<file path="config.mk">
export PLATFORM = sky130hd
export DESIGN_NAME = vpu_thread_rf
export DESIGN_NICKNAME = d
export VERILOG_FILES = /design/src/rtl/vpu_pkg.sv /design/src/rtl/vpu_thread_rf.sv
export SDC_FILE = /design/constraint.sdc
export NUM_CORES = 1
export LEC_CHECK = 0
export BUFFER_PORTS_ARGS = -buffer_cell sky130_fd_sc_hd__buf_2
export CORE_MARGIN = 3
export CORE_UTILIZATION = 30
export CTS_CLUSTER_DIAMETER = 200
export CTS_CLUSTER_SIZE = 28
export DETAILED_ROUTE_END_ITERATION = 8
export PLACE_DENSITY_LB_ADDON = 0.3
export SLEW_MARGIN = 25
export SYNTH_ARGS = -nofsm -noshare
export SYNTH_HDL_FRONTEND = slang
export SYNTH_SLANG_ARGS = --single-unit
</file>
<file path="constraint.sdc">
create_clock -name clk -period 0.9 [get_ports clk]
set_clock_uncertainty 0.1 [all_clocks]
set_input_delay 0.045 -clock clk [delete_from_list [all_inputs] [get_ports clk]]
set_output_delay 0.045 -clock clk [all_outputs]
set_load 0.02 [all_outputs]
</file>
<file path="src/rtl/vpu_pkg.sv">
// ~~~~~~~~~~~~~~~~~~~~~~~~~~~~~~~~~~~~~~~~~~~~~~~~~~~~~~~~~~~~
// Shared definitions of the vector thread.
// Widths, the host address map, register index and response
// enums, the operand descriptor and register file bundles,
// and the AXI4-Lite request and response bundles.
// ~~~~~~~~~~~~~~~~~~~~~~~~~~~~~~~~~~~~~~~~~~~~~~~~~~~~~~~~~~~~

package vpu_pkg;

	localparam int AXI_AW   = 16;			// Host address width.
	localparam int AXI_DW   = 32;			// Host data width.
	localparam int ACC_W    = 32;			// Accumulator.
	localparam int VL_W     = 20;			// Vector length.
	localparam int STRIDE_W = 6;			// Signed element stride.
	localparam int ADDR_W   = 32;			// Element address.
	localparam int OPND_W   = STRIDE_W + ADDR_W;	// Full descriptor.

	// ~~~~~~~~~~~~~~~~~~~~~~~~~~~~~~~~~~~~~~~~~~~~~~~~~~~~~~~~~~~~
	// Host address map.
	localparam logic [AXI_AW-1:0] REG_BASE     = 16'h0000;	// Registers at 4*index.
	localparam logic [AXI_AW-1:0] OPND_HI_ADDR = 16'h0018;	// Stride staging word.
	localparam logic [AXI_AW-1:0] SPAD_BASE    = 16'h1000;	// Scratchpad window.

	typedef enum logic [2:0] {
		IDX_ACC = 3'd0,		// Accumulator.
		IDX_VL  = 3'd1,		// Vector length.
		IDX_EN  = 3'd2,		// Thread enable.
		IDX_RS  = 3'd3,		// Source 1.
		IDX_RT  = 3'd4,		// Source 2.
		IDX_RD  = 3'd5		// Destination.
	} vpu_reg_idx_e;

	typedef enum logic [1:0] {
		RESP_OKAY   = 2'b00,
		RESP_SLVERR = 2'b10
	} vpu_resp_e;

	// ~~~~~~~~~~~~~~~~~~~~~~~~~~~~~~~~~~~~~~~~~~~~~~~~~~~~~~~~~~~~
	// Register file bundles.
	typedef struct packed {
		logic signed [STRIDE_W-1:0] stride;	// Step in elements.
		logic [ADDR_W-1:0]          addr;	// First element.
	} vpu_opnd_t;

	typedef struct packed {
		vpu_reg_idx_e      idx;
		logic              wr_en;
		logic [OPND_W-1:0] data;		// Low bits for narrow registers.
	} vpu_rf_wr_t;

	typedef struct packed {
		logic [ACC_W-1:0] acc;
		logic [VL_W-1:0]  vl;
		logic             en;
		vpu_opnd_t        rs;
		vpu_opnd_t        rt;
		vpu_opnd_t        rd;
	} vpu_thread_regs_t;

	// ~~~~~~~~~~~~~~~~~~~~~~~~~~~~~~~~~~~~~~~~~~~~~~~~~~~~~~~~~~~~
	// AXI4-Lite channels.
	typedef struct packed {
		logic [AXI_AW-1:0] awaddr;
		logic              awvalid;
		logic [AXI_DW-1:0] wdata;
		logic [3:0]        wstrb;
		logic              wvalid;
		logic              bready;
		logic [AXI_AW-1:0] araddr;
		logic              arvalid;
		logic              rready;
	} vpu_axil_req_t;

	typedef struct packed {
		logic              awready;
		logic              wready;
		logic              bvalid;
		vpu_resp_e         bresp;
		logic              arready;
		logic              rvalid;
		logic [AXI_DW-1:0] rdata;
		vpu_resp_e         rresp;
	} vpu_axil_rsp_t;

endpackage

</file>
<file path="src/rtl/vpu_thread_rf.sv">
// ~~~~~~~~~~~~~~~~~~~~~~~~~~~~~~~~~~~~~~~~~~~~~~~~~~~~~~~~~~~~
// Thread register file.
// Index decode into per-register write enables and the six
// thread registers, presented as one bundle.
// ~~~~~~~~~~~~~~~~~~~~~~~~~~~~~~~~~~~~~~~~~~~~~~~~~~~~~~~~~~~~

`timescale 1ns/100ps

module vpu_thread_rf (
	input  logic                      clk,
	input  logic                      rst_n,
	input  vpu_pkg::vpu_rf_wr_t       wr,	// Single write port.
	output vpu_pkg::vpu_thread_regs_t regs	// All register values.
);
	import vpu_pkg::*;

	logic acc_we;
	logic vl_we;
	logic en_we;
	logic rs_we;
	logic rt_we;
	logic rd_we;

	logic [ACC_W-1:0] acc_q;
	logic [VL_W-1:0]  vl_q;
	logic             en_q;
	vpu_opnd_t        rs_q;
	vpu_opnd_t        rt_q;
	vpu_opnd_t        rd_q;

	// Index decode.
	always_comb begin
		acc_we = 1'b0;
		vl_we  = 1'b0;
		en_we  = 1'b0;
		rs_we  = 1'b0;
		rt_we  = 1'b0;
		rd_we  = 1'b0;
		case (wr.idx)
			IDX_ACC: acc_we = wr.wr_en;
			IDX_VL:  vl_we  = wr.wr_en;
			IDX_EN:  en_we  = wr.wr_en;
			IDX_RS:  rs_we  = wr.wr_en;
			IDX_RT:  rt_we  = wr.wr_en;
			IDX_RD:  rd_we  = wr.wr_en;
			default: ;			// Unused codes write nothing.
		endcase
	end

	// Enable is the only register with a reset.
	always_ff @(posedge clk or negedge rst_n) begin
		if (!rst_n) begin
			en_q <= 1'b0;			// Thread idle out of reset.
		end else if (en_we) begin
			en_q <= wr.data[0];
		end
	end

	always_ff @(posedge clk) begin
		if (acc_we) begin
			acc_q <= wr.data[ACC_W-1:0];
		end
		if (vl_we) begin
			vl_q <= wr.data[VL_W-1:0];	// Upper bits dropped.
		end
		if (rs_we) begin
			rs_q <= wr.data;		// Stride and address.
		end
		if (rt_we) begin
			rt_q <= wr.data;
		end
		if (rd_we) begin
			rd_q <= wr.data;
		end
	end

	assign regs = '{acc: acc_q, vl: vl_q, en: en_q, rs: rs_q, rt: rt_q, rd: rd_q};

	// The slave merges host and result writes, so check what reaches the port.
	a_wr_legal: assert property (@(posedge clk) disable iff (!rst_n)
		wr.wr_en |-> (wr.idx <= IDX_RD));

endmodule

</file>
==> run_results.csv <==
group,metric,value,unit
setup_path,cp.arrival,990,ps
clock_network,post_cts_buffers,0,
setup_path,path_buf_inv,1,
clock_network,htreeDepth,4,
sta,hold_viol_final,0,
placed_design,dp_slack,-336,ps
power,vdd_drop_max,1.12,mV
setup_path,path_class,"reg -> out",
placed_design,dpl.cell_count,614,
synth,ys_ff_latch,167,
cells_and_area,final_layout_size_suffix_gt1_share,54.3,%
sta,fmax,878,MHz
clock_network,numCtsBuffers,17,
detailed_routing,drt_wl_total,11800,um
sta,rsz0062_at_grt,"yes",
synth,synth.distinct_cells,9,
setup_path,crit_end,"regs[13]",
clock_network,cts_max_path_buffers,2,
sta,layout_setup_ws,-239,ps
floorplanning,ioPinCount,211,
synth,netlist_area,5100,um2
synth,synth_nets,219,
synth,ys_warn_count,0,
global_routing,overflow,0,
global_routing,grt_pass1_vias,2963,
setup_path,worstPathCellList,"buf_6",
clock_network,clock_sinks,167,
cells_and_area,n_antenna_cell,0,
setup_path,r2r-start,"en_q",
global_routing,track_usage,12.1,%
power,combPwrFrac,7.2,%
synth,syn-instance-count,175,
floorplanning,die_h,136,um
floorplanning,die_w,136,um
placed_design,placed_area,6640,um2
setup_path,crit_path_end_kind,"primary output",
sta,relSlewSlack,79.6,%
detailed_routing,drc,0,
sta,worstMarginPinSlew,304,ps
sta,fin_crit_sh,127,%
power,p_sw,3520,uW
setup_path,slowest_delay,430,ps
floorplanning,rows,47,
detailed_routing,firstDrtPassIters,6,
setup_path,startpoint,"regs[13]",
cells_and_area,final_cells,686,
setup_path,required,750,ps
global_routing,grt_first_pass_wirelength,16400,um
floorplanning,start_util,30.8,%
setup_path,critPathTopFamily,"flip-flops",
sta,hold_ws,77.9,ps
sta,min_period,1140,ps
sta,setup_viol,167,
placed_design,dp_hpwl,7720,um
setup_path,cp_slowest_cell,"edfxtp_1",
setup_path,reg2reg_depth,1,
power,clkPwrFrac,41.2,%
hold_path,hp-class,"in -> reg",
global_routing,grt_max_degree,23,
power,cellLeakagePower,0.00319,uW
synth,synth_seq_area_share,98.2,%
cells_and_area,final_area,8460,um2
global_routing,antenna_found_initial,0,
clock_network,clk_pin_slew_worst_paths,60,ps
setup_path,rrSetupSlack,30,ps
run_status,outcome,"finished with violations",
power,seqPwrFrac,51.7,%
run_status,violations,"setup timing",
floorplanning,fp.dieArea,18600,um2
setup_path,cp_max_fo,1,
sta,maxSlewViolCount,0,
detailed_routing,drt-vias-per-instance,4.16,
clock_network,clock_latency,410,ps
cells_and_area,final_nets,497,
setup_path,crit_cells,1,
clock_network,root_buffer,"clkbuf_16",
synth,synth.avg_cell_area,29.1,um2
setup_path,start_kind,"register",
flow_run,maxCapViolCount,0,
cells_and_area,area_delta_synth_final,65.9,%
power,power.density,2050,nW/um2
sta,tns,-31210,ps
floorplanning,core,16600,um2
placed_design,io_buffers,210,
setup_path,rr_endpoint,"en_q",
placed_design,gp_congestion,0.721,
detailed_routing,avgRoutedWirePerCell,17.3,um
power,switching_share,20.3,%
detailed_routing,vias,2851,
clock_network,cts_tree,"built",
detailed_routing,drt_iter0_markers,91,
detailed_routing,drtAntennaViolNets,0,
power,p_int,13800,uW
worst min path at each step:
stage / start / end / depth (start not counted)
after CTS: wr[38] / en_q / 3
final: wr[38] / en_q / 3
after global routing: wr[40] / acc_q[0] / 3
after floorplan: rst_n / en_q / 0
after global placement: rst_n / en_q / 1
after detailed placement: rst_n / en_q / 1
registers in the layout (all words and copies together), names as in the netlist:
register / flops
acc_q: 32
en_q: 1
regs: 114
vl_q: 20
layout make-up:
type / instances / area, um2
clock buffer: 19 / 433
clock inverter: 13 / 156
fill: 1330 / 8120
multi-input combinational: 7 / 111
sequential: 167 / 5010
tap: 220 / 275
timing repair buffer: 260 / 2480
through the flow:
step | total power [uW] | utilization [%]
after floorplan | 9470 | -
after global placement | 9950 | 40.0
after detailed placement | 9960 | 40.0
after CTS | 17400 | 48.1
after global routing | 17900 | 51.0
final | 17300 | 51.0
Yosys cell counts, drive strengths merged:
| cell | count | share of area [%] |
|---|---|---|
| mux2 | 1 | 0.29 |
| and4bb | 3 | 0.74 |
| dfrtp | 1 | 0.49 |
| and4b | 2 | 0.42 |
| nor4b | 1 | 0.17 |
| edfxtp | 166 | 98 |
| buf | 1 | 0.15 |
cell families after synthesis:
kind of cell	synth area share [%]
simple gates	1.32
flops	98.2
mux	0.294
buf+inv	0.147
per-layer routing:
layer	routed length, um	global-route usage, %
met1	4720	15.0
met2	6090	19.2
met3	848	4.48
met4	184	5.10
met5	0	0
power groups by stage:
stage | sequential [uW] | combinational, uW | clock (uW)
floorplan | 9360 | 111 | 0
global placement | 9060 | 885 | 0
detailed placement | 9060 | 903 | 0
CTS | 8920 | 1130 | 7340
global route | 8960 | 1310 | 7660
finish | 8940 | 1240 | 7130
cell usage in the layout, fill, tap and decap left out:
master,Yosys,routed
and4b_4,0,2
and4bb_4,0,2
clkinv_2,0,1
bufinv_16,0,3
buf_4,1,1
buf_2,0,76
dfrtp_1,1,1
clkbuf_1,0,2
clkinv_4,0,4
buf_6,0,134
nor4b_4,0,1
and4bb_1,1,1
mux2_4,1,1
clkinv_1,0,3
clkbuf_16,0,17
clkinvlp_4,0,2
buf_12,0,9
dlygate4sd3_1,0,40
edfxtp_1,166,166
what timing repair did:
item                                    in CTS  in global routing
endpoints found under the setup margin     167                167
hold buffers                                40                  0
cloned                                       0                  0
endpoints found under the hold margin      168                  0
resized for setup                          114                154
pin swaps                                    0                  0
(Power assumes the default switching activity.)
