[src/rtl/vpu_pkg.sv]
// ~~~~~~~~~~~~~~~~~~~~~~~~~~~~~~~~~~~~~~~~~~~~~~~~~~~~~~~~~~~~
// Shared definitions of the vector thread.
// Widths, the host address map, register index and response
// enums, the operand descriptor and register file bundles,
// and the AXI4-Lite request and response bundles.
// ~~~~~~~~~~~~~~~~~~~~~~~~~~~~~~~~~~~~~~~~~~~~~~~~~~~~~~~~~~~~

package vpu_pkg;

	localparam int AXI_AW   = 16;			// Host address width.
	localparam int AXI_DW   = 32;			// Host data width.
	localparam int ACC_W    = 32;			// Accumulator.
	localparam int VL_W     = 20;			// Vector length.
	localparam int STRIDE_W = 6;			// Signed element stride.
	localparam int ADDR_W   = 32;			// Element address.
	localparam int OPND_W   = STRIDE_W + ADDR_W;	// Full descriptor.

	// ~~~~~~~~~~~~~~~~~~~~~~~~~~~~~~~~~~~~~~~~~~~~~~~~~~~~~~~~~~~~
	// Host address map.
	localparam logic [AXI_AW-1:0] REG_BASE     = 16'h0000;	// Registers at 4*index.
	localparam logic [AXI_AW-1:0] OPND_HI_ADDR = 16'h0018;	// Stride staging word.
	localparam logic [AXI_AW-1:0] SPAD_BASE    = 16'h1000;	// Scratchpad window.

	typedef enum logic [2:0] {
		IDX_ACC = 3'd0,		// Accumulator.
		IDX_VL  = 3'd1,		// Vector length.
		IDX_EN  = 3'd2,		// Thread enable.
		IDX_RS  = 3'd3,		// Source 1.
		IDX_RT  = 3'd4,		// Source 2.
		IDX_RD  = 3'd5		// Destination.
	} vpu_reg_idx_e;

	typedef enum logic [1:0] {
		RESP_OKAY   = 2'b00,
		RESP_SLVERR = 2'b10
	} vpu_resp_e;

	// ~~~~~~~~~~~~~~~~~~~~~~~~~~~~~~~~~~~~~~~~~~~~~~~~~~~~~~~~~~~~
	// Register file bundles.
	typedef struct packed {
		logic signed [STRIDE_W-1:0] stride;	// Step in elements.
		logic [ADDR_W-1:0]          addr;	// First element.
	} vpu_opnd_t;

	typedef struct packed {
		vpu_reg_idx_e      idx;
		logic              wr_en;
		logic [OPND_W-1:0] data;		// Low bits for narrow registers.
	} vpu_rf_wr_t;

	typedef struct packed {
		logic [ACC_W-1:0] acc;
		logic [VL_W-1:0]  vl;
		logic             en;
		vpu_opnd_t        rs;
		vpu_opnd_t        rt;
		vpu_opnd_t        rd;
	} vpu_thread_regs_t;

	// ~~~~~~~~~~~~~~~~~~~~~~~~~~~~~~~~~~~~~~~~~~~~~~~~~~~~~~~~~~~~
	// AXI4-Lite channels.
	typedef struct packed {
		logic [AXI_AW-1:0] awaddr;
		logic              awvalid;
		logic [AXI_DW-1:0] wdata;
		logic [3:0]        wstrb;
		logic              wvalid;
		logic              bready;
		logic [AXI_AW-1:0] araddr;
		logic              arvalid;
		logic              rready;
	} vpu_axil_req_t;

	typedef struct packed {
		logic              awready;
		logic              wready;
		logic              bvalid;
		vpu_resp_e         bresp;
		logic              arready;
		logic              rvalid;
		logic [AXI_DW-1:0] rdata;
		vpu_resp_e         rresp;
	} vpu_axil_rsp_t;

endpackage

[src/rtl/vpu_thread_exec.sv]
// ~~~~~~~~~~~~~~~~~~~~~~~~~~~~~~~~~~~~~~~~~~~~~~~~~~~~~~~~~~~~
// Thread execution unit.
// Dot-product FSM over two strided source vectors, with the
// result stored to the destination and handed back to ACC.
// ~~~~~~~~~~~~~~~~~~~~~~~~~~~~~~~~~~~~~~~~~~~~~~~~~~~~~~~~~~~~

`timescale 1ns/100ps

module vpu_thread_exec #(
	parameter int SPAD_AW = 8
) (
	input  logic                      clk,
	input  logic                      rst_n,
	input  vpu_pkg::vpu_thread_regs_t regs,
	output logic                      mem_we,
	output logic [SPAD_AW-1:0]        mem_addr,
	output logic [31:0]               mem_wdata,
	input  logic [31:0]               mem_rdata,
	output logic                      res_valid,	// ACC update strobe.
	output logic [31:0]               res_data,
	output logic                      done
);
	typedef enum logic [2:0] {
		IDLE,
		READ_S,		// Issue source 1 read.
		READ_T,		// Issue source 2 read, catch source 1.
		MAC,		// Multiply-accumulate and step.
		STORE,		// Write sum to destination.
		FINISH		// Result strobe and done.
	} state_e;

	state_e             state;
	logic               done_q;		// EN still high right after FINISH.
	logic [19:0]        cnt;		// Elements left.
	logic [SPAD_AW-1:0] s_ptr;
	logic [SPAD_AW-1:0] t_ptr;
	logic [31:0]        s_val;
	logic [31:0]        sum;
	logic [31:0]        prod;
	logic [31:0]        s_step;
	logic [31:0]        t_step;

	assign s_step = {{26{regs.rs.stride[5]}}, regs.rs.stride};	// Sign extend.
	assign t_step = {{26{regs.rt.stride[5]}}, regs.rt.stride};
	assign prod   = s_val * mem_rdata;				// Low 32 bits.

	// ~~~~~~~~~~~~~~~~~~~~~~~~~~~~~~~~~~~~~~~~~~~~~~~~~~~~~~~~~~~~
	// Control.
	always_ff @(posedge clk or negedge rst_n) begin
		if (!rst_n) begin
			state  <= IDLE;
			done_q <= 1'b0;
			sum    <= '0;
		end else begin
			done_q <= (state == FINISH);
			case (state)
				IDLE: begin
					if (regs.en && !done_q) begin
						sum   <= regs.acc;	// Start from ACC.
						state <= (regs.vl == '0) ? STORE : READ_S;
					end
				end
				READ_S: state <= READ_T;
				READ_T: state <= MAC;
				MAC: begin
					sum   <= sum + prod;
					state <= (cnt == 20'd1) ? STORE : READ_S;
				end
				STORE:   state <= FINISH;
				FINISH:  state <= IDLE;
				default: state <= IDLE;
			endcase
		end
	end

	// Datapath.
	always_ff @(posedge clk) begin
		case (state)
			IDLE: begin
				cnt   <= regs.vl;
				s_ptr <= regs.rs.addr[SPAD_AW-1:0];	// Index wraps at depth.
				t_ptr <= regs.rt.addr[SPAD_AW-1:0];
			end
			READ_T: s_val <= mem_rdata;
			MAC: begin
				cnt   <= cnt - 20'd1;
				s_ptr <= s_ptr + s_step[SPAD_AW-1:0];
				t_ptr <= t_ptr + t_step[SPAD_AW-1:0];
			end
			default: ;
		endcase
	end

	always_comb begin
		case (state)
			READ_T:  mem_addr = t_ptr;
			STORE:   mem_addr = regs.rd.addr[SPAD_AW-1:0];
			default: mem_addr = s_ptr;
		endcase
	end

	assign mem_we    = (state == STORE);
	assign mem_wdata = sum;
	assign res_valid = (state == FINISH);
	assign res_data  = sum;
	assign done      = (state == FINISH);

	// Host cannot drop EN under a running thread.
	a_en_held: assert property (@(posedge clk) disable iff (!rst_n)
		(state != IDLE) |-> regs.en);

endmodule

[config.mk]
export PLATFORM = sky130hd
export DESIGN_NAME = vpu_thread_exec
export DESIGN_NICKNAME = d
export VERILOG_FILES = /design/src/rtl/vpu_pkg.sv /design/src/rtl/vpu_thread_exec.sv
export SDC_FILE = /design/constraint.sdc
export NUM_CORES = 1
export LEC_CHECK = 0
export BUFFER_PORTS_ARGS = -buffer_cell sky130_fd_sc_hd__buf_4
export CAP_MARGIN = 5
export CORE_MARGIN = 2
export CORE_UTILIZATION = 60
export CTS_CLUSTER_DIAMETER = 200
export DETAILED_ROUTE_END_ITERATION = 8
export GPL_ROUTABILITY_DRIVEN = 0
export PLACE_DENSITY = 0.86
export REMOVE_ABC_BUFFERS = 1
export SETUP_SLACK_MARGIN = 0.15
export SLEW_MARGIN = 20
export SYNTH_ARGS = -nofsm -noshare
export SYNTH_HDL_FRONTEND = slang
export SYNTH_SLANG_ARGS = --single-unit
[constraint.sdc]
create_clock -name clk -period 7.95 [get_ports clk]
set_clock_uncertainty 0.1 [all_clocks]
set_input_delay 1.1925 -clock clk [delete_from_list [all_inputs] [get_ports clk]]
set_output_delay 1.1925 -clock clk [all_outputs]
set_load 0.05 [all_outputs]
==> results.json <==
{
  "synth.distinct_cells": 56,
  "cts_tree": "yes",
  "drt-vias-per-instance": 5.88,
  "drv_cap": 0,
  "syn2layout_area_growth_pct": 12.4,
  "ys_async_sr_fraction": 0.346,
  "max_slew_margin": 0.449,
  "wl_per_cell_um": 21.4,
  "met3_usage": 0.0739,
  "layout_commonest_cell": "inv_1",
  "grt_pass1_vias": 19479,
  "numCtsBuffers": 9,
  "hold_path.class": "flop to flop",
  "initial_core_util": 0.606,
  "antenna_found_initial": 2,
  "clk_pin_slew_worst_paths_ns": 0.08,
  "tightest_slew_ns": 0.827,
  "nets": 3322,
  "crit_path_end_kind": "flop",
  "ys_seq_area_frac": 0.133,
  "drc_errors": 0,
  "startpoint_type": "input port",
  "fin_tns_setup_ns": 0,
  "synth_edf_count": 68,
  "max_freq_ghz": 0.129,
  "use_met1": 0.421,
  "syn_area_per_cell_um2": 9.23,
  "num_vias": 17734,
  "fp.dieArea_mm2": 0.0384,
  "core_area_mm2": 0.0364,
  "die_x_um": 196,
  "cts_sinks": 104,
  "grt.busiest_layer": "met2",
  "clk_latency_ns": 0.39,
  "cts.path.max_buffers": 2,
  "grt_max_degree": 70,
  "yosysWarnings": 0,
  "final_cell_mix": "499 x inv_1, 436 x fa_1, 336 x nand2_1",
  "pin_count": 276,
  "synth_seq_cells": 104,
  "rsz0062_at_grt": "false",
  "fill_cells": 2594,
  "routed_wl_um": 64400,
  "timing_worst_setup_path_type": "input port to flop",
  "hold_violations": 0,
  "period_minus_slack_ns": 7.74,
  "dr.pass1.iters": 8,
  "htreeDepth": 3,
  "place_hpwl_um": 49400,
  "worstPathArrival_ns": 7.89,
  "synth_cells": 2393,
  "first_iter_violations": 1741,
  "use_met2": 0.575,
  "cts_root_buf": "clkbuf_16",
  "required_ns": 8.10,
  "gr-total-overflow": 0,
  "synth-main-ff-cell": "edfxtp_1",
  "rows": 70,
  "drv_slew": 0,
  "dieHeight_um": 196,
  "layout-drive-gt1-share": 0.137,
  "portBuffers": 197,
  "setup_viol_count_final": 0,
  "cp_max_fo": 12,
  "grt_use_total": 0.346,
  "fin_crit_sh": 0.974,
  "status": "finished clean",
  "grt_pass1_wl_um": 101000,
  "ant_nets": 0,
  "netlist_area_mm2": 0.0221,
  "ctsHoldBuffers": 0
}
==> metrics by stage <==
stage | instances | cell area, µm² | setup WS, ns | utilization | hold slack (ns)
2_1_floorplan | 2248 | 21400 | 0.468 | - | 0.450
3_3_place_gp | 2991 | 24100 | -0.114 | 0.662 | 0.470
3_5_place_dp | 2991 | 24100 | -0.303 | 0.662 | 0.486
4_1_cts | 3010 | 24600 | 0.154 | 0.674 | 0.500
5_1_grt | 3014 | 24800 | 0.0823 | 0.681 | 0.527
6_report | 3015 | 24800 | 0.208 | 0.681 | 0.499
==> cell usage after synthesis, types with 3 or more instances <==
cell type | count | share of area
a211oi_2 | 3 | 0.0017
a21o_1 | 18 | 0.0061
a21oi_1 | 38 | 0.0086
a22oi_1 | 10 | 0.0034
a31oi_1 | 21 | 0.0059
and2_1 | 319 | 0.090
and3_1 | 15 | 0.0042
buf_2 | 3 | 0.00068
buf_4 | 33 | 0.011
clkbuf_1 | 107 | 0.018
dfrtp_1 | 36 | 0.041
edfxtp_1 | 68 | 0.092
fa_1 | 440 | 0.40
ha_1 | 140 | 0.079
inv_1 | 505 | 0.086
mux2i_1 | 3 | 0.0014
nand2_1 | 336 | 0.057
nand2b_1 | 3 | 0.00085
nand3_1 | 5 | 0.0011
nand3b_1 | 4 | 0.0014
nand4_1 | 4 | 0.0011
nor2_1 | 40 | 0.0068
nor2b_1 | 8 | 0.0023
nor3_1 | 9 | 0.0020
nor4_1 | 9 | 0.0025
o21a_1 | 7 | 0.0024
o21ai_0 | 50 | 0.011
o21bai_1 | 8 | 0.0027
or3_1 | 4 | 0.0011
xnor2_1 | 79 | 0.031
xor2_1 | 36 | 0.014
==> layout make-up <==
class,instances,area (µm²),area share
diodes,1,2.50,0.000101
clock buffers,9,225,0.00907
clock inverters,7,104,0.00418
inverters,505,1900,0.0763
multi-input cells,1639,16800,0.676
flip-flops and latches,104,2940,0.119
well taps,468,586,0.0236
repair buffers,282,2290,0.0921
==> layer usage <==
layer | wire [µm] | share of wire
met3 | 7400 | 0.11
met5 | 18 | 0.00028
met2 | 30800 | 0.48
met4 | 4490 | 0.070
met1 | 21700 | 0.34
==> sequential cells by signal (all words and copies together) (netlist names) <==
name,cells
cnt,20
done_q,1
mem_wdata,32
s_ptr,8
s_val,32
state,3
t_ptr,8
==> kinds of logic (layout without fill, tap and decap cells) <==
logic type,Yosys count,in the layout,share of synthesized area
simple gates,766,766,0.175
xor+xnor,115,115,0.0456
buf+inv,650,803,0.116
compound gates,175,175,0.0503
fa+ha+maj,580,580,0.478
flops,104,104,0.133
other cells,0,1,0
mux,3,3,0.00136
==> timing repair <==
item / CTS / global route
buffers inserted: 3 / 2
endpoints found under the setup margin: 5 / 9
pin swaps: 13 / 29
cloned: 0 / 2
gates resized for setup: 16 / 50
==> worst max-delay path, cell delays in order <==
cell and delay, ns:
buf_6 0.14, buf_12 0.16, and2_1 0.16, fa_1 0.51, inv_1 0.05, fa_1 0.50
inv_1 0.07, fa_1 0.48, inv_1 0.07, fa_1 0.55, inv_1 0.06, fa_1 0.52
fa_1 0.45, fa_1 0.51, inv_1 0.05, fa_1 0.47, inv_1 0.04, ha_1 0.29
buf_4 0.17, a21o_1 0.18, a21oi_2 0.22, buf_6 0.15, a31oi_2 0.11, buf_4 0.19
a211oi_4 0.31, xnor2_2 0.16, a21oi_1 0.09
==> path summary, 6_finish.rpt <==
path | slack [ns] | cells past startpoint | start | to
min reg2reg | 0.50 | 2 | mem_wdata[13] | mem_wdata[13]
max in group asynchronous | 6.63 | 1 | rst_n | mem_wdata[19]
min | 0.50 | 2 | mem_wdata[13] | mem_wdata[13]
max reg2reg | 0.31 | 24 | s_val[6] | mem_wdata[31]
max | 0.21 | 27 | mem_rdata[3] | mem_wdata[31]
min in group asynchronous | 0.70 | 1 | rst_n | mem_wdata[30]
Power is left out: the tool's default activity adds up to more than one toggle a clock period on the data nets, which glitch-free logic cannot reach.
