**src/rtl/vpu_pkg.sv**
```systemverilog
// ~~~~~~~~~~~~~~~~~~~~~~~~~~~~~~~~~~~~~~~~~~~~~~~~~~~~~~~~~~~~
// Shared definitions of the vector thread.
// Widths, the host address map, register index and response
// enums, the operand descriptor and register file bundles,
// and the AXI4-Lite request and response bundles.
// ~~~~~~~~~~~~~~~~~~~~~~~~~~~~~~~~~~~~~~~~~~~~~~~~~~~~~~~~~~~~

package vpu_pkg;

	localparam int AXI_AW   = 16;			// Host address width.
	localparam int AXI_DW   = 32;			// Host data width.
	localparam int ACC_W    = 32;			// Accumulator.
	localparam int VL_W     = 20;			// Vector length.
	localparam int STRIDE_W = 6;			// Signed element stride.
	localparam int ADDR_W   = 32;			// Element address.
	localparam int OPND_W   = STRIDE_W + ADDR_W;	// Full descriptor.

	// ~~~~~~~~~~~~~~~~~~~~~~~~~~~~~~~~~~~~~~~~~~~~~~~~~~~~~~~~~~~~
	// Host address map.
	localparam logic [AXI_AW-1:0] REG_BASE     = 16'h0000;	// Registers at 4*index.
	localparam logic [AXI_AW-1:0] OPND_HI_ADDR = 16'h0018;	// Stride staging word.
	localparam logic [AXI_AW-1:0] SPAD_BASE    = 16'h1000;	// Scratchpad window.

	typedef enum logic [2:0] {
		IDX_ACC = 3'd0,		// Accumulator.
		IDX_VL  = 3'd1,		// Vector length.
		IDX_EN  = 3'd2,		// Thread enable.
		IDX_RS  = 3'd3,		// Source 1.
		IDX_RT  = 3'd4,		// Source 2.
		IDX_RD  = 3'd5		// Destination.
	} vpu_reg_idx_e;

	typedef enum logic [1:0] {
		RESP_OKAY   = 2'b00,
		RESP_SLVERR = 2'b10
	} vpu_resp_e;

	// ~~~~~~~~~~~~~~~~~~~~~~~~~~~~~~~~~~~~~~~~~~~~~~~~~~~~~~~~~~~~
	// Register file bundles.
	typedef struct packed {
		logic signed [STRIDE_W-1:0] stride;	// Step in elements.
		logic [ADDR_W-1:0]          addr;	// First element.
	} vpu_opnd_t;

	typedef struct packed {
		vpu_reg_idx_e      idx;
		logic              wr_en;
		logic [OPND_W-1:0] data;		// Low bits for narrow registers.
	} vpu_rf_wr_t;

	typedef struct packed {
		logic [ACC_W-1:0] acc;
		logic [VL_W-1:0]  vl;
		logic             en;
		vpu_opnd_t        rs;
		vpu_opnd_t        rt;
		vpu_opnd_t        rd;
	} vpu_thread_regs_t;

	// ~~~~~~~~~~~~~~~~~~~~~~~~~~~~~~~~~~~~~~~~~~~~~~~~~~~~~~~~~~~~
	// AXI4-Lite channels.
	typedef struct packed {
		logic [AXI_AW-1:0] awaddr;
		logic              awvalid;
		logic [AXI_DW-1:0] wdata;
		logic [3:0]        wstrb;
		logic              wvalid;
		logic              bready;
		logic [AXI_AW-1:0] araddr;
		logic              arvalid;
		logic              rready;
	} vpu_axil_req_t;

	typedef struct packed {
		logic              awready;
		logic              wready;
		logic              bvalid;
		vpu_resp_e         bresp;
		logic              arready;
		logic              rvalid;
		logic [AXI_DW-1:0] rdata;
		vpu_resp_e         rresp;
	} vpu_axil_rsp_t;

endpackage

```
**src/rtl/vpu_axil_regs.sv**
```systemverilog
// ~~~~~~~~~~~~~~~~~~~~~~~~~~~~~~~~~~~~~~~~~~~~~~~~~~~~~~~~~~~~
// AXI4-Lite slave of the vector thread.
// Address decode, descriptor stride staging, busy rejection,
// the two-cycle read pipeline, scratchpad port a access and
// the merged register file write port.
// ~~~~~~~~~~~~~~~~~~~~~~~~~~~~~~~~~~~~~~~~~~~~~~~~~~~~~~~~~~~~

`timescale 1ns/100ps

module vpu_axil_regs #(
	parameter int SPAD_AW = 8
) (
	input  logic                      clk,
	input  logic                      rst_n,
	input  vpu_pkg::vpu_axil_req_t    axil_req,
	output vpu_pkg::vpu_axil_rsp_t    axil_rsp,
	input  vpu_pkg::vpu_thread_regs_t regs,
	output vpu_pkg::vpu_rf_wr_t       rf_wr,
	input  logic                      res_valid,	// Result strobe from the thread.
	input  logic [31:0]               res_data,
	output logic [3:0]                spad_we,
	output logic [SPAD_AW-1:0]        spad_addr,
	output logic [31:0]               spad_wdata,
	input  logic [31:0]               spad_rdata
);
	import vpu_pkg::*;

	logic              aw_hs;		// Write accepted this cycle.
	logic              ar_hs;		// Read accepted this cycle.
	logic              wr_ok;
	logic              wr_ok_q;		// Commit cycle.
	logic              spad_wr_now;
	logic              spad_wr_next;
	logic              rd_busy_next;
	logic              bvalid_q;
	logic              rd_s1_q;		// Read pipeline stage one.
	logic              rvalid_q;
	logic              arready_q;
	logic              clr_en_q;	// EN clear after a result.
	vpu_resp_e         bresp_q;
	vpu_resp_e         rresp_q;
	vpu_resp_e         rd_resp_d;
	logic [AXI_AW-1:0] wr_addr_q;
	logic [AXI_AW-1:0] rd_addr_q;
	logic [AXI_AW-1:0] wr_off;
	logic [AXI_AW-1:0] rd_off;
	logic [AXI_DW-1:0] wr_data_q;
	logic [AXI_DW-1:0] rdata_q;
	logic [AXI_DW-1:0] rd_data_d;
	logic [3:0]        wr_strb_q;
	logic [STRIDE_W-1:0] stage_q;	// Stride for the next descriptor.

	function automatic logic dec_reg(input logic [AXI_AW-1:0] a);
		logic [AXI_AW-1:0] off;
		off = a - REG_BASE;
		return (off[AXI_AW-1:5] == '0) && (off[4:2] <= 3'(IDX_RD));
	endfunction

	function automatic logic dec_stage(input logic [AXI_AW-1:0] a);
		return a[AXI_AW-1:2] == OPND_HI_ADDR[AXI_AW-1:2];
	endfunction

	function automatic logic dec_spad(input logic [AXI_AW-1:0] a);
		return a[AXI_AW-1:12] == SPAD_BASE[AXI_AW-1:12];	// 4 KB window, aliased.
	endfunction

	// ~~~~~~~~~~~~~~~~~~~~~~~~~~~~~~~~~~~~~~~~~~~~~~~~~~~~~~~~~~~~
	// Write channel.
	assign aw_hs = axil_req.awvalid & axil_req.wvalid & ~bvalid_q;
	assign wr_ok = ~regs.en & (dec_reg(axil_req.awaddr) | dec_stage(axil_req.awaddr)
		| dec_spad(axil_req.awaddr));			// Busy thread rejects all.
	assign wr_off = wr_addr_q - REG_BASE;

	always_ff @(posedge clk or negedge rst_n) begin
		if (!rst_n) begin
			bvalid_q <= 1'b0;
			bresp_q  <= RESP_OKAY;
			wr_ok_q  <= 1'b0;
			clr_en_q <= 1'b0;
		end else begin
			wr_ok_q  <= aw_hs & wr_ok;
			clr_en_q <= res_valid;		// EN write one cycle after ACC.
			if (aw_hs) begin
				bvalid_q <= 1'b1;
				bresp_q  <= wr_ok ? RESP_OKAY : RESP_SLVERR;
			end else if (axil_req.bready) begin
				bvalid_q <= 1'b0;
			end
		end
	end

	// Register file port. Result writes win, host writes never overlap them.
	always_comb begin
		rf_wr.idx   = vpu_reg_idx_e'(wr_off[4:2]);
		rf_wr.wr_en = wr_ok_q & dec_reg(wr_addr_q);
		rf_wr.data  = {stage_q, wr_data_q};	// Narrow registers take low bits.
		if (res_valid) begin
			rf_wr.idx   = IDX_ACC;
			rf_wr.wr_en = 1'b1;
			rf_wr.data  = {{STRIDE_W{1'b0}}, res_data};
		end else if (clr_en_q) begin
			rf_wr.idx   = IDX_EN;
			rf_wr.wr_en = 1'b1;
			rf_wr.data  = '0;			// Thread back to idle.
		end
	end

	// Scratchpad port a. A commit owns the port and holds reads off.
	assign spad_wr_now = wr_ok_q & dec_spad(wr_addr_q);
	assign spad_we     = spad_wr_now ? wr_strb_q : 4'b0000;
	assign spad_addr   = spad_wr_now ? wr_addr_q[SPAD_AW+1:2] : axil_req.araddr[SPAD_AW+1:2];
	assign spad_wdata  = wr_data_q;

	// ~~~~~~~~~~~~~~~~~~~~~~~~~~~~~~~~~~~~~~~~~~~~~~~~~~~~~~~~~~~~
	// Read channel.
	assign ar_hs        = axil_req.arvalid & arready_q;
	assign spad_wr_next = aw_hs & wr_ok & dec_spad(axil_req.awaddr);
	assign rd_busy_next = ar_hs | rd_s1_q | (rvalid_q & ~axil_req.rready);
	assign rd_off       = rd_addr_q - REG_BASE;

	always_comb begin
		rd_data_d = '0;
		rd_resp_d = RESP_OKAY;
		if (dec_spad(rd_addr_q)) begin
			rd_data_d = spad_rdata;			// Issued in the accept cycle.
		end else if (dec_stage(rd_addr_q)) begin
			rd_data_d = {{(AXI_DW-STRIDE_W){1'b0}}, stage_q};
		end else if (dec_reg(rd_addr_q)) begin
			case (vpu_reg_idx_e'(rd_off[4:2]))
				IDX_ACC: rd_data_d = regs.acc;
				IDX_VL:  rd_data_d = {{(AXI_DW-VL_W){1'b0}}, regs.vl};
				IDX_EN:  rd_data_d = {{(AXI_DW-1){1'b0}}, regs.en};
				IDX_RS:  rd_data_d = regs.rs.addr;
				IDX_RT:  rd_data_d = regs.rt.addr;
				IDX_RD:  rd_data_d = regs.rd.addr;
				default: rd_data_d = '0;
			endcase
		end else begin
			rd_resp_d = RESP_SLVERR;		// Unmapped reads return zero.
		end
	end

	always_ff @(posedge clk or negedge rst_n) begin
		if (!rst_n) begin
			arready_q <= 1'b0;
			rd_s1_q   <= 1'b0;
			rvalid_q  <= 1'b0;
			rresp_q   <= RESP_OKAY;
		end else begin
			arready_q <= ~rd_busy_next & ~spad_wr_next;
			rd_s1_q   <= ar_hs;
			if (rd_s1_q) begin
				rvalid_q <= 1'b1;		// Two cycles after accept.
				rresp_q  <= rd_resp_d;
			end else if (axil_req.rready) begin
				rvalid_q <= 1'b0;
			end
		end
	end

	// Payload registers.
	always_ff @(posedge clk) begin
		if (aw_hs) begin
			wr_addr_q <= axil_req.awaddr;
			wr_data_q <= axil_req.wdata;
			wr_strb_q <= axil_req.wstrb;
		end
		if (ar_hs) begin
			rd_addr_q <= axil_req.araddr;
		end
		if (rd_s1_q) begin
			rdata_q <= rd_data_d;
		end
		if (wr_ok_q && dec_stage(wr_addr_q)) begin
			stage_q <= wr_data_q[STRIDE_W-1:0];	// Strobes ignored.
		end
	end

	always_comb begin
		axil_rsp.awready = aw_hs;
		axil_rsp.wready  = aw_hs;
		axil_rsp.bvalid  = bvalid_q;
		axil_rsp.bresp   = bresp_q;
		axil_rsp.arready = arready_q;
		axil_rsp.rvalid  = rvalid_q;
		axil_rsp.rdata   = rdata_q;
		axil_rsp.rresp   = rresp_q;
	end

	a_r_hold: assert property (@(posedge clk) disable iff (!rst_n)
		rvalid_q && !axil_req.rready |=> rvalid_q && $stable(rdata_q) && $stable(rresp_q));

endmodule

```
**config.mk**
```make
export PLATFORM = sky130hd
export DESIGN_NAME = vpu_axil_regs
export DESIGN_NICKNAME = d
export VERILOG_FILES = /design/src/rtl/vpu_pkg.sv /design/src/rtl/vpu_axil_regs.sv
export SDC_FILE = /design/constraint.sdc
export NUM_CORES = 1
export LEC_CHECK = 0
export ABC_AREA = 1
export BUFFER_PORTS_ARGS = -buffer_cell sky130_fd_sc_hd__buf_2
export CORE_AREA = 2 2 167 169
export DETAILED_ROUTE_END_ITERATION = 16
export DIE_AREA = 0 0 169 171
export GPL_TIMING_DRIVEN = 0
export PLACE_DENSITY = 0.55
export SETUP_SLACK_MARGIN = 0.1
export SYNTH_ARGS = -nofsm -noshare
export SYNTH_HDL_FRONTEND = slang
export SYNTH_SLANG_ARGS = --single-unit
export TNS_END_PERCENT = 5
```
**constraint.sdc**
```tcl
create_clock -name clk -period 4 [get_ports clk]
set_input_delay 0.4 -clock clk [delete_from_list [all_inputs] [get_ports clk]]
set_output_delay 0.4 -clock clk [all_outputs]
set_load 0.01 [all_outputs]
```
==> flow_summary.ini, run 1 <==
[outcome]
status = finished, final reports clean

[grt]
grt_max_degree = 34
antenna_found_initial = 3
use_met2_pct = 36.4
use_met1_pct = 20.5
gr-total-overflow = 0
top_usage_layer = met2
first_global_vias = 6450
grt_usage_pct = 19.2
grt_pass1_wl_um = 39800
globalRouteMet3Util_pct = 5.09

[place]
hpwl_um = 23400
portBuffers = 409
placedCellCount = 1404
place_congestion = 0.852

[worst_setup_path]
cp-startpoint = wr_addr_q[13]
path_max_fanout = 10
cp.arrival_ps = 1840
worst_r2r_path_depth = 6
path_class = flop to output port
crit_required_ps = 3600
critPathCapture = spad_addr[1]
start_kind = flop
endpoint_kind = output port
reg2reg_slack_ps = 2070
worstReg2RegEnd = rdata_q[20]
worstReg2RegStart = rd_addr_q[14]

[synth]
syn-cell-area_sq_mm = 0.00589
yosysSeqAreaShare_pct = 55.4
synth_top_family_by_area = simple AND/OR/NAND/NOR gates
synth.distinct_cells = 27
synthAdderAreaFrac_pct = 0
syn_inst = 646
synth_compound_area_share_pct = 8.83
synth_edf_count = 102
ys_async_sr_fraction_pct = 7.27
ys_warn_count = 0
synthMuxAreaShare_pct = 0.170
synth-seq-cells = 110
avgSynthCellArea_sq_um = 9.12
synthSimpleGateAreaFrac_pct = 27.7
synthFlopType = edfxtp_1
synthXorXnorAreaFrac_pct = 0

[floorplan]
die-area_sq_mm = 0.0289
io_pins = 434
core_area_sq_mm = 0.0273
row_count = 61
initial_core_util_pct = 21.6
fp.dieW_um = 169
die_h_um = 171

[power_and_ir_drop]
peakVddDrop_mv = 0.197
internal_power_w = 0.00208
p_per_area_mw_per_mm2 = 349
switchingPower_w = 0.000970
p_clk_share_pct = 32.7
p_leak_nw = 4.37
power.share.sequential_pct = 46.4
combPwrFrac_pct = 20.9
swShare_pct = 31.8

[final_layout]
utilization_pct = 32.0
syn2layout_area_growth_pct = 48.6
instances_no_fill = 1424
drive_gt1_share_pct = 44.7
nets = 1377

[hold_path]
hp-class = input pin to flop

[clocking]
cts_tree = yes
root_buffer = clkbuf_16
clockBufferDepth = 2
worstSkewPairLatency_ps = 370
path_clk_slew_ps = 100
cts_buffers = 9
numClockSinks = 110
cts_setup_buffers = 0
cts_htree_levels = 3

[sta]
max_slew_margin_pct = 38.0
fmax_ghz = 0.446
worst_hold_slack_ps = 196
skew_ps = 19.3
finalCriticalPeriod_ps = 2240
worst_slew_pin_slew_ps = 930
hold_violations = 0
setup_viol = 0
rsz0062_at_grt = no
slew_viol_final = 0
fin_crit_sh_pct = 56.0

[detailed_routing]
routed_via_density = 4.52
ant_nets = 0
drt-initial-drc-count = 470
num_vias = 6434
drt-pass1-iter-count = 5
drc_errors = 0
wl_um = 28800
wl_per_cell_um = 20.2

[flow_run]
cap_violations = 0
[cell type report]
type	count	area [sq um]
clock buffer	9	225
timing repair buffer	412	2080
inverter	38	143
fill	2981	18600
antenna	3	7.51
tap	346	433
clock inverter	7	93.8
sequential	110	3260
buffer	50	319
multi-input combinational	449	2180
[registers in the layout, indices dropped and copies added, names as in the netlist]
signal      flops
rdata_q        32
spad_wdata     32
rd_addr_q      14
wr_addr_q      14
stage_q         6
wr_strb_q       4
arready_q       1
bresp_q         1
bvalid_q        1
clr_en_q        1
rd_s1_q         1
rresp_q         1
rvalid_q        1
wr_ok_q         1
[what timing repair did]
| action | 4_1_cts | 5_1_grt |
|---|---|---|
| hold buffers | 1 | 0 |
| endpoints found under the hold margin | 8 | 0 |
| gates resized for setup | 0 | 0 |
[cell usage in the layout (no fill, tap or decap)]
master	instances
buf_2	427
buf_1	3
nor2_2	3
inv_8	1
inv_12	2
nor4_2	1
nor3_4	2
a22o_1	32
nor2_1	31
nand2_1	201
nand2_2	2
dfrtp_2	1
nand3_1	79
mux2i_1	1
edfxtp_1	102
inv_1	36
dfrtp_1	7
inv_6	2
clkbuf_1	7
nor3_2	1
conb_1	2
nor2_4	2
nand3b_1	1
buf_12	1
buf_6	7
nand4_1	39
nor3_1	4
clkbuf_16	9
o21ai_0	15
buf_4	16
o21ai_1	31
inv_2	2
diode_2	3
dlygate4sd3_1	1
clkinv_8	2
a21oi_1	2
[power by group through the flow]
stage / clock, W / sequential, W / combinational [W]
after global routing: 0.00106 / 0.00143 / 0.000698
after CTS: 0.00103 / 0.00142 / 0.000646
after global placement: 0 / 0.00145 / 0.000638
after detailed placement: 0 / 0.00145 / 0.000641
after floorplan: 0 / 0.00145 / 0.000264
final: 0.000998 / 0.00142 / 0.000638
[metal layers]
metal	wire length (um)	part of all wire (%)	up-vias
li1	-	-	3098
met1	10700	37	2939
met2	14900	52	359
met3	2410	8.4	38
met4	738	2.6	0
met5	0	0	-
[worst min-delay path by stage]
stage / startpoint / endpoint / depth (start not counted)
6_report: axil_req[50] / spad_wdata[26] / 1
5_1_grt: axil_req[52] / spad_wdata[28] / 1
4_1_cts: axil_req[14] / rd_addr_q[12] / 1
3_5_place_dp: rst_n / bvalid_q / 1
3_3_place_gp: rst_n / clr_en_q / 1
2_1_floorplan: rst_n / arready_q / 0
[synth_stat cells, types with 3 or more instances]
cell type  instances  area, sq um
a22o_1            32          280
inv_1             36          135
o21ai_0           15         75.1
dfrtp_1            8          200
buf_2             18         90.1
clkbuf_1           7         26.3
o21ai_1           31          155
buf_6              7         78.8
nand2_1          201          754
nor2_2             3         18.8
nor3_1             4         20.0
buf_4             15          113
nor2_1            32          120
buf_1              3         11.3
nand3_1           79          395
edfxtp_1         102         3060
nand4_1           39          244
[worst max-delay path, stage by stage (launching register included)]
cell and delay, ps:
edfxtp_1 370, nor3_1 260, nand3_1 140, clkbuf_1 240, o21ai_0 260, buf_2 190
[kinds of logic after synthesis]
kind of cell / after synthesis
other cells: 1
mux: 1
simple gates: 366
compound gates: 80
buf+inv: 88
flops: 110
[metrics by stage]
step | worst slack [ps] | area (sq um) | setup TNS (ps) | total power [W]
after floorplan | 531 | 5900 | 0 | 0.00172
after global placement | -593 | 8380 | -10840 | 0.00208
after detailed placement | 1920 | 8420 | 0 | 0.00209
after CTS | 1710 | 8750 | 0 | 0.00310
after global routing | 1570 | 8750 | 0 | 0.00319
final | 1760 | 8750 | 0 | 0.00305
(Power assumes the default switching activity.)
==> run 2: changes to the inputs <==
==> constraint.sdc (replaced) <==
create_clock -name clk -period 2.3 [get_ports clk]
set_input_delay 0.23 -clock clk [delete_from_list [all_inputs] [get_ports clk]]
set_output_delay 0.23 -clock clk [all_outputs]
set_load 0.01 [all_outputs]
==> run 2 against run 1 <==
Sequential share of layout area about the same; global-route usage shrank 0.61 points; routed wire length down 2.1%; total power grew 72%; first-iteration DRC count shrank 26%.
==> flow_summary.ini, run 2 (synthesis gave the netlist of run 1 again) <==
[floorplan]
die_h_um = 171
row_count = 61
io_pins = 434
initial_core_util_pct = 21.6
fp.dieW_um = 169
die-area_sq_mm = 0.0289
core_area_sq_mm = 0.0273

[worst_setup_path]
path_cells = nor2_4 -> buf_4 -> buf_2
path_class = flop to output port
crit_required_ps = 2070
endpoint_kind = output port
path_max_fanout = 29
slowest_delay_ps = 650
start_kind = flop
cp.arrival_ps = 1800
slowest_stage = nor2_4

[detailed_routing]
num_vias = 6409
ant_nets = 0
wl_um = 28200
drt-pass1-iter-count = 5
drc_errors = 0
drt-initial-drc-count = 347
routed_via_density = 4.50
wl_per_cell_um = 19.8

[place]
hpwl_um = 22900
place_ws_ps = 304
placedCellCount = 1405
portBuffers = 409
place_congestion = 0.911
place_area_sq_mm = 0.00844

[clocking]
path_clk_slew_ps = 90
worstSkewPairLatency_ps = 360
cts_htree_levels = 3
cts_buffers = 9
cts_tree = yes
clockBufferDepth = 2
numClockSinks = 110
root_buffer = clkbuf_16

[grt]
gr-total-overflow = 0
first_global_vias = 6250
grt_usage_pct = 18.5
grt_pass1_wl_um = 38900
antenna_found_initial = 5
grt_max_degree = 34

[power_and_ir_drop]
peakVddDrop_mv = 0.316
p_leak_nw = 4.38
power_w = 0.00525
p_per_area_mw_per_mm2 = 599

[sta]
worst_slew_pin_slew_ps = 808
setup_ws_ps = 268
slew_viol_final = 0
worst_hold_slack_ps = 29.5
fmax_ghz = 0.492
skew_ps = 16.9
setup_viol = 0
rsz0062_at_grt = yes
fin_crit_sh_pct = 88.4
max_slew_margin_pct = 46.2
hold_violations = 0
finalCriticalPeriod_ps = 2030

[final_layout]
fillers = 2939
final_cell_mix = buf_2, nand2_1, edfxtp_1, nand3_1, nand4_1
nets = 1378
syn2layout_area_growth_pct = 48.7
postLayoutCellArea_sq_mm = 0.00876
instances_no_fill = 1423
final_common_cell = buf_2
drive_gt1_share_pct = 44.9

[outcome]
status = finished, final reports clean

[flow_run]
cap_violations = 0

[hold_path]
hp-class = input pin to flop
-- run 2: cell types whose count changed in the layout (fill, tap and decap cells not counted), sizes merged --
cell,before,now
inv,43,42
diode,3,1
clkinv,2,3
buf,454,455
-- run 2: routing by layer --
layer / routed length (um) / vias up / track usage [%]
li1: - / 3106 / -
met1: 10600 / 2906 / 20.0
met2: 14600 / 353 / 34.9
met3: 2380 / 36 / 5.46
met4: 581 / 8 / 5.54
met5: 55 / - / 0
-- run 2: cell type report --
| type | instances | area, sq um | area share, % |
|---|---|---|---|
| multi-input combinational | 449 | 2190 | 25.0 |
| antenna | 1 | 2.50 | 0.0286 |
| clock buffer | 9 | 225 | 2.57 |
| sequential | 110 | 3260 | 37.3 |
| buffer | 50 | 319 | 3.64 |
| inverter | 38 | 143 | 1.63 |
| timing repair buffer | 413 | 2100 | 24.0 |
| clock inverter | 7 | 83.8 | 0.957 |
| tap | 346 | 433 | 4.94 |
-- run 2: worst paths after layout --
| check | startpoint | to | slack (ps) | depth (start not counted) |
|---|---|---|---|---|
| worst min register to register | spad_wdata[5] | stage_q[5] | 510 | 0 |
| worst max register to register | rd_addr_q[3] | rdata_q[5] | 400 | 6 |
| min in group asynchronous | rst_n | bvalid_q | 250 | 2 |
| worst min-delay path | axil_req[18] | bvalid_q | 30 | 2 |
| max in group asynchronous | rst_n | rd_s1_q | 1840 | 2 |
| worst max-delay path | bvalid_q | axil_rsp[40] | 270 | 3 |
-- run 2: stage by stage --
step	setup TNS, ps	utilization [%]
2_1_floorplan	0	-
3_3_place_gp	-1250	30.7
3_5_place_dp	0	30.9
4_1_cts	0	32.0
5_1_grt	0	32.1
6_report	0	32.1
-- run 2: critical path, delay by kind of cell (launching register included) --
kind,cells,cell delay (ps)
buffers and inverters,2,340
DFF,1,440
and+or+nand+nor,1,650
-- run 2: timing repair --
item | 4_1_cts | 5_1_grt
endpoints found under the hold margin | 8 | 0
resized for setup | 0 | 1
setup buffers | 0 | 0
hold buffers | 1 | 0
setup endpoints to repair | 0 | 2
-- run 2: report_power, final --
part	switching, W	internal (W)
Combinational	0.000683	0.000469
Sequential	0.0000620	0.00236
Clock	0.000886	0.000791
==> run 3: changes to the inputs <==
--- a/config.mk
+++ b/config.mk
@@ -5,14 +5,14 @@
 export SDC_FILE = /design/constraint.sdc
 export NUM_CORES = 1
 export LEC_CHECK = 0
-export ABC_AREA = 1
 export BUFFER_PORTS_ARGS = -buffer_cell sky130_fd_sc_hd__buf_2
-export CORE_AREA = 2 2 167 169
+export CORE_AREA = 2 2 166 168
 export DETAILED_ROUTE_END_ITERATION = 16
-export DIE_AREA = 0 0 169 171
+export DIE_AREA = 0 0 168 170
 export GPL_TIMING_DRIVEN = 0
-export PLACE_DENSITY = 0.55
+export PLACE_DENSITY = 0.54
 export SETUP_SLACK_MARGIN = 0.1
+export SKIP_CTS_REPAIR_TIMING = 1
 export SYNTH_ARGS = -nofsm -noshare
 export SYNTH_HDL_FRONTEND = slang
 export SYNTH_SLANG_ARGS = --single-unit
==> run 3 against run 2 <==
First-iteration DRC count shrank 35%; via count shrank 19%; core utilization shrank 0.50 points; highest routed layer unchanged.
==> flow_summary.ini, run 3 <==
[grt]
grt_max_degree = 40
gr-total-overflow = 0
first_global_vias = 5325
antenna_found_initial = 2
grt_pass1_wl_um = 31300
grt_usage_pct = 14.8

[detailed_routing]
drc_errors = 0
drt-initial-drc-count = 225
wl_per_cell_um = 19.1
drt-pass1-iter-count = 6
ant_nets = 0
wl_um = 22300
num_vias = 5217
routed_via_density = 4.46

[worst_setup_path]
critical_path_buf_inv_count = 1
worstReg2RegStart = wr_addr_q[13]
critPathCapture = spad_addr[2]
cp_num_cells = 4
cp.arrival_ps = 1910
slowest_stage = nor4b_4
worst_r2r_path_depth = 3
crit_required_ps = 2070
worstReg2RegEnd = stage_q[2]
endpoint_kind = output port
start_kind = flop
path_max_fanout = 8
path_class = flop to output port
critical_path.top_delay_family = simple AND/OR/NAND/NOR gates
path_cells = nor4b_4 -> nand2_4 -> mux2_4 -> buf_6
reg2reg_slack_ps = 310
slowest_delay_ps = 500
cp-startpoint = wr_addr_q[13]

[flow_run]
cap_violations = 0

[clocking]
numClockSinks = 110
cts_buffers = 9
cts_htree_levels = 3
clockBufferDepth = 2
cts_tree = yes
root_buffer = clkbuf_16
worstSkewPairLatency_ps = 350
path_clk_slew_ps = 90

[hold_path]
hold_depth = 1
hp-class = input pin to flop

[final_layout]
postLayoutCellArea_sq_mm = 0.00841
final_common_cell = buf_2
drive_gt1_share_pct = 59.0
nets = 1131
final_cell_mix = buf_2, edfxtp_1, a22o_1, a22oi_1, mux2i_1
syn2layout_area_growth_pct = 51.9

[sta]
finalCriticalPeriod_ps = 2140
fin_crit_sh_pct = 93.1
slew_viol_final = 0
tns_ps = 0
setup_viol = 0
max_slew_margin_pct = 47.0
hold_violations = 0
rsz0062_at_grt = yes
worst_slew_pin_slew_ps = 795
fmax_ghz = 0.467
skew_ps = 17.3

[power_and_ir_drop]
swShare_pct = 28.1
combPwrFrac_pct = 21.0
peakVddDrop_mv = 0.293
internal_power_w = 0.00367
p_leak_nw = 3.83
p_clk_share_pct = 30.5
power.share.sequential_pct = 48.5
p_per_area_mw_per_mm2 = 607
switchingPower_w = 0.00144

[synth]
synth-seq-cells = 110
yosysSeqAreaShare_pct = 58.9
syn-cell-area_sq_mm = 0.00554
syn_inst = 400
synth_area_leaders = edfxtp_1, a22o_1, mux2i_1
ys_async_sr_fraction_pct = 7.27
synthFlopType = edfxtp_1
synth.most_common_cell = edfxtp_1
synth.top_cell.area_share_pct = 55.3
synth_edf_count = 102
ys_top_cells_by_count = edfxtp_1, a22o_1, a22oi_1, mux2i_1
yosys.area.top_type = edfxtp_1
ys_warn_count = 0
synth.distinct_cells = 46
avgSynthCellArea_sq_um = 13.8

[floorplan]
die_h_um = 170
io_pins = 434
fp.dieW_um = 168
core_area_sq_mm = 0.0267
die-area_sq_mm = 0.0286
row_count = 60
initial_core_util_pct = 20.8

[outcome]
status = finished, final reports clean

[place]
place_area_sq_mm = 0.00803
place_congestion = 0.789
portBuffers = 409
hpwl_um = 18500
==> run 3: cell families after synthesis <==
family / synth area share [%]
compound gates: 18.4
flops: 58.9
simple gates: 7.37
buf+inv: 4.93
mux: 10.4
other cells: 0.0677
==> run 3: worst min path at each step <==
stage | from | to | slack [ps]
finish | axil_req[22] | wr_strb_q[2] | 40
global route | axil_req[22] | wr_strb_q[2] | 20
CTS | rst_n | arready_q | -250
detailed placement | rst_n | bvalid_q | 140
global placement | rst_n | bvalid_q | 140
floorplan | rst_n | arready_q | -70
==> run 3: area by class of cell <==
cell class                 count  area [sq um]
buffer                        40           258
inverter                       6          23.8
clock buffer                  10           229
timing repair buffer         412          2100
clock inverter                 6          60.1
multi-input combinational    245          2050
fill                        2801         18200
antenna                        1          2.50
sequential                   110          3260
tap                          341           427
==> run 3: metal layers <==
metal,vias up,share of wire [%],track usage [%]
met5,-,0.058,0
met4,2,1.7,4.27
met3,21,7.5,3.81
met2,278,51,27.1
met1,2450,40,17.0
li1,2466,-,-
==> run 3: power groups by stage <==
stage	Sequential, W	Combinational (W)	Clock, W
2_1_floorplan	0.00254	0.000473	0
3_3_place_gp	0.00252	0.00107	0
3_5_place_dp	0.00252	0.00107	0
4_1_cts	0.00248	0.00108	0.00163
5_1_grt	0.00249	0.00116	0.00169
6_report	0.00247	0.00107	0.00155
==> run 3: worst register-to-register path, delay by kind of cell, from the launching register on <==
family / cells / cell delay (ps)
AND/OR/NAND/NOR: 3 / 1240
flip-flops: 1 / 410
==> run 3: metrics by stage <==
step	std cells	power (W)	setup WS (ps)	hold WS [ps]	util, %
global placement	1151	0.00358	-415	139	30.1
CTS	1168	0.00518	-430	-255	31.2
floorplan	401	0.00301	211	-65.6	-
global route	1171	0.00534	54.9	15.7	31.6
detailed placement	1152	0.00359	-435	143	30.1
finish	1171	0.00510	159	44.5	31.6
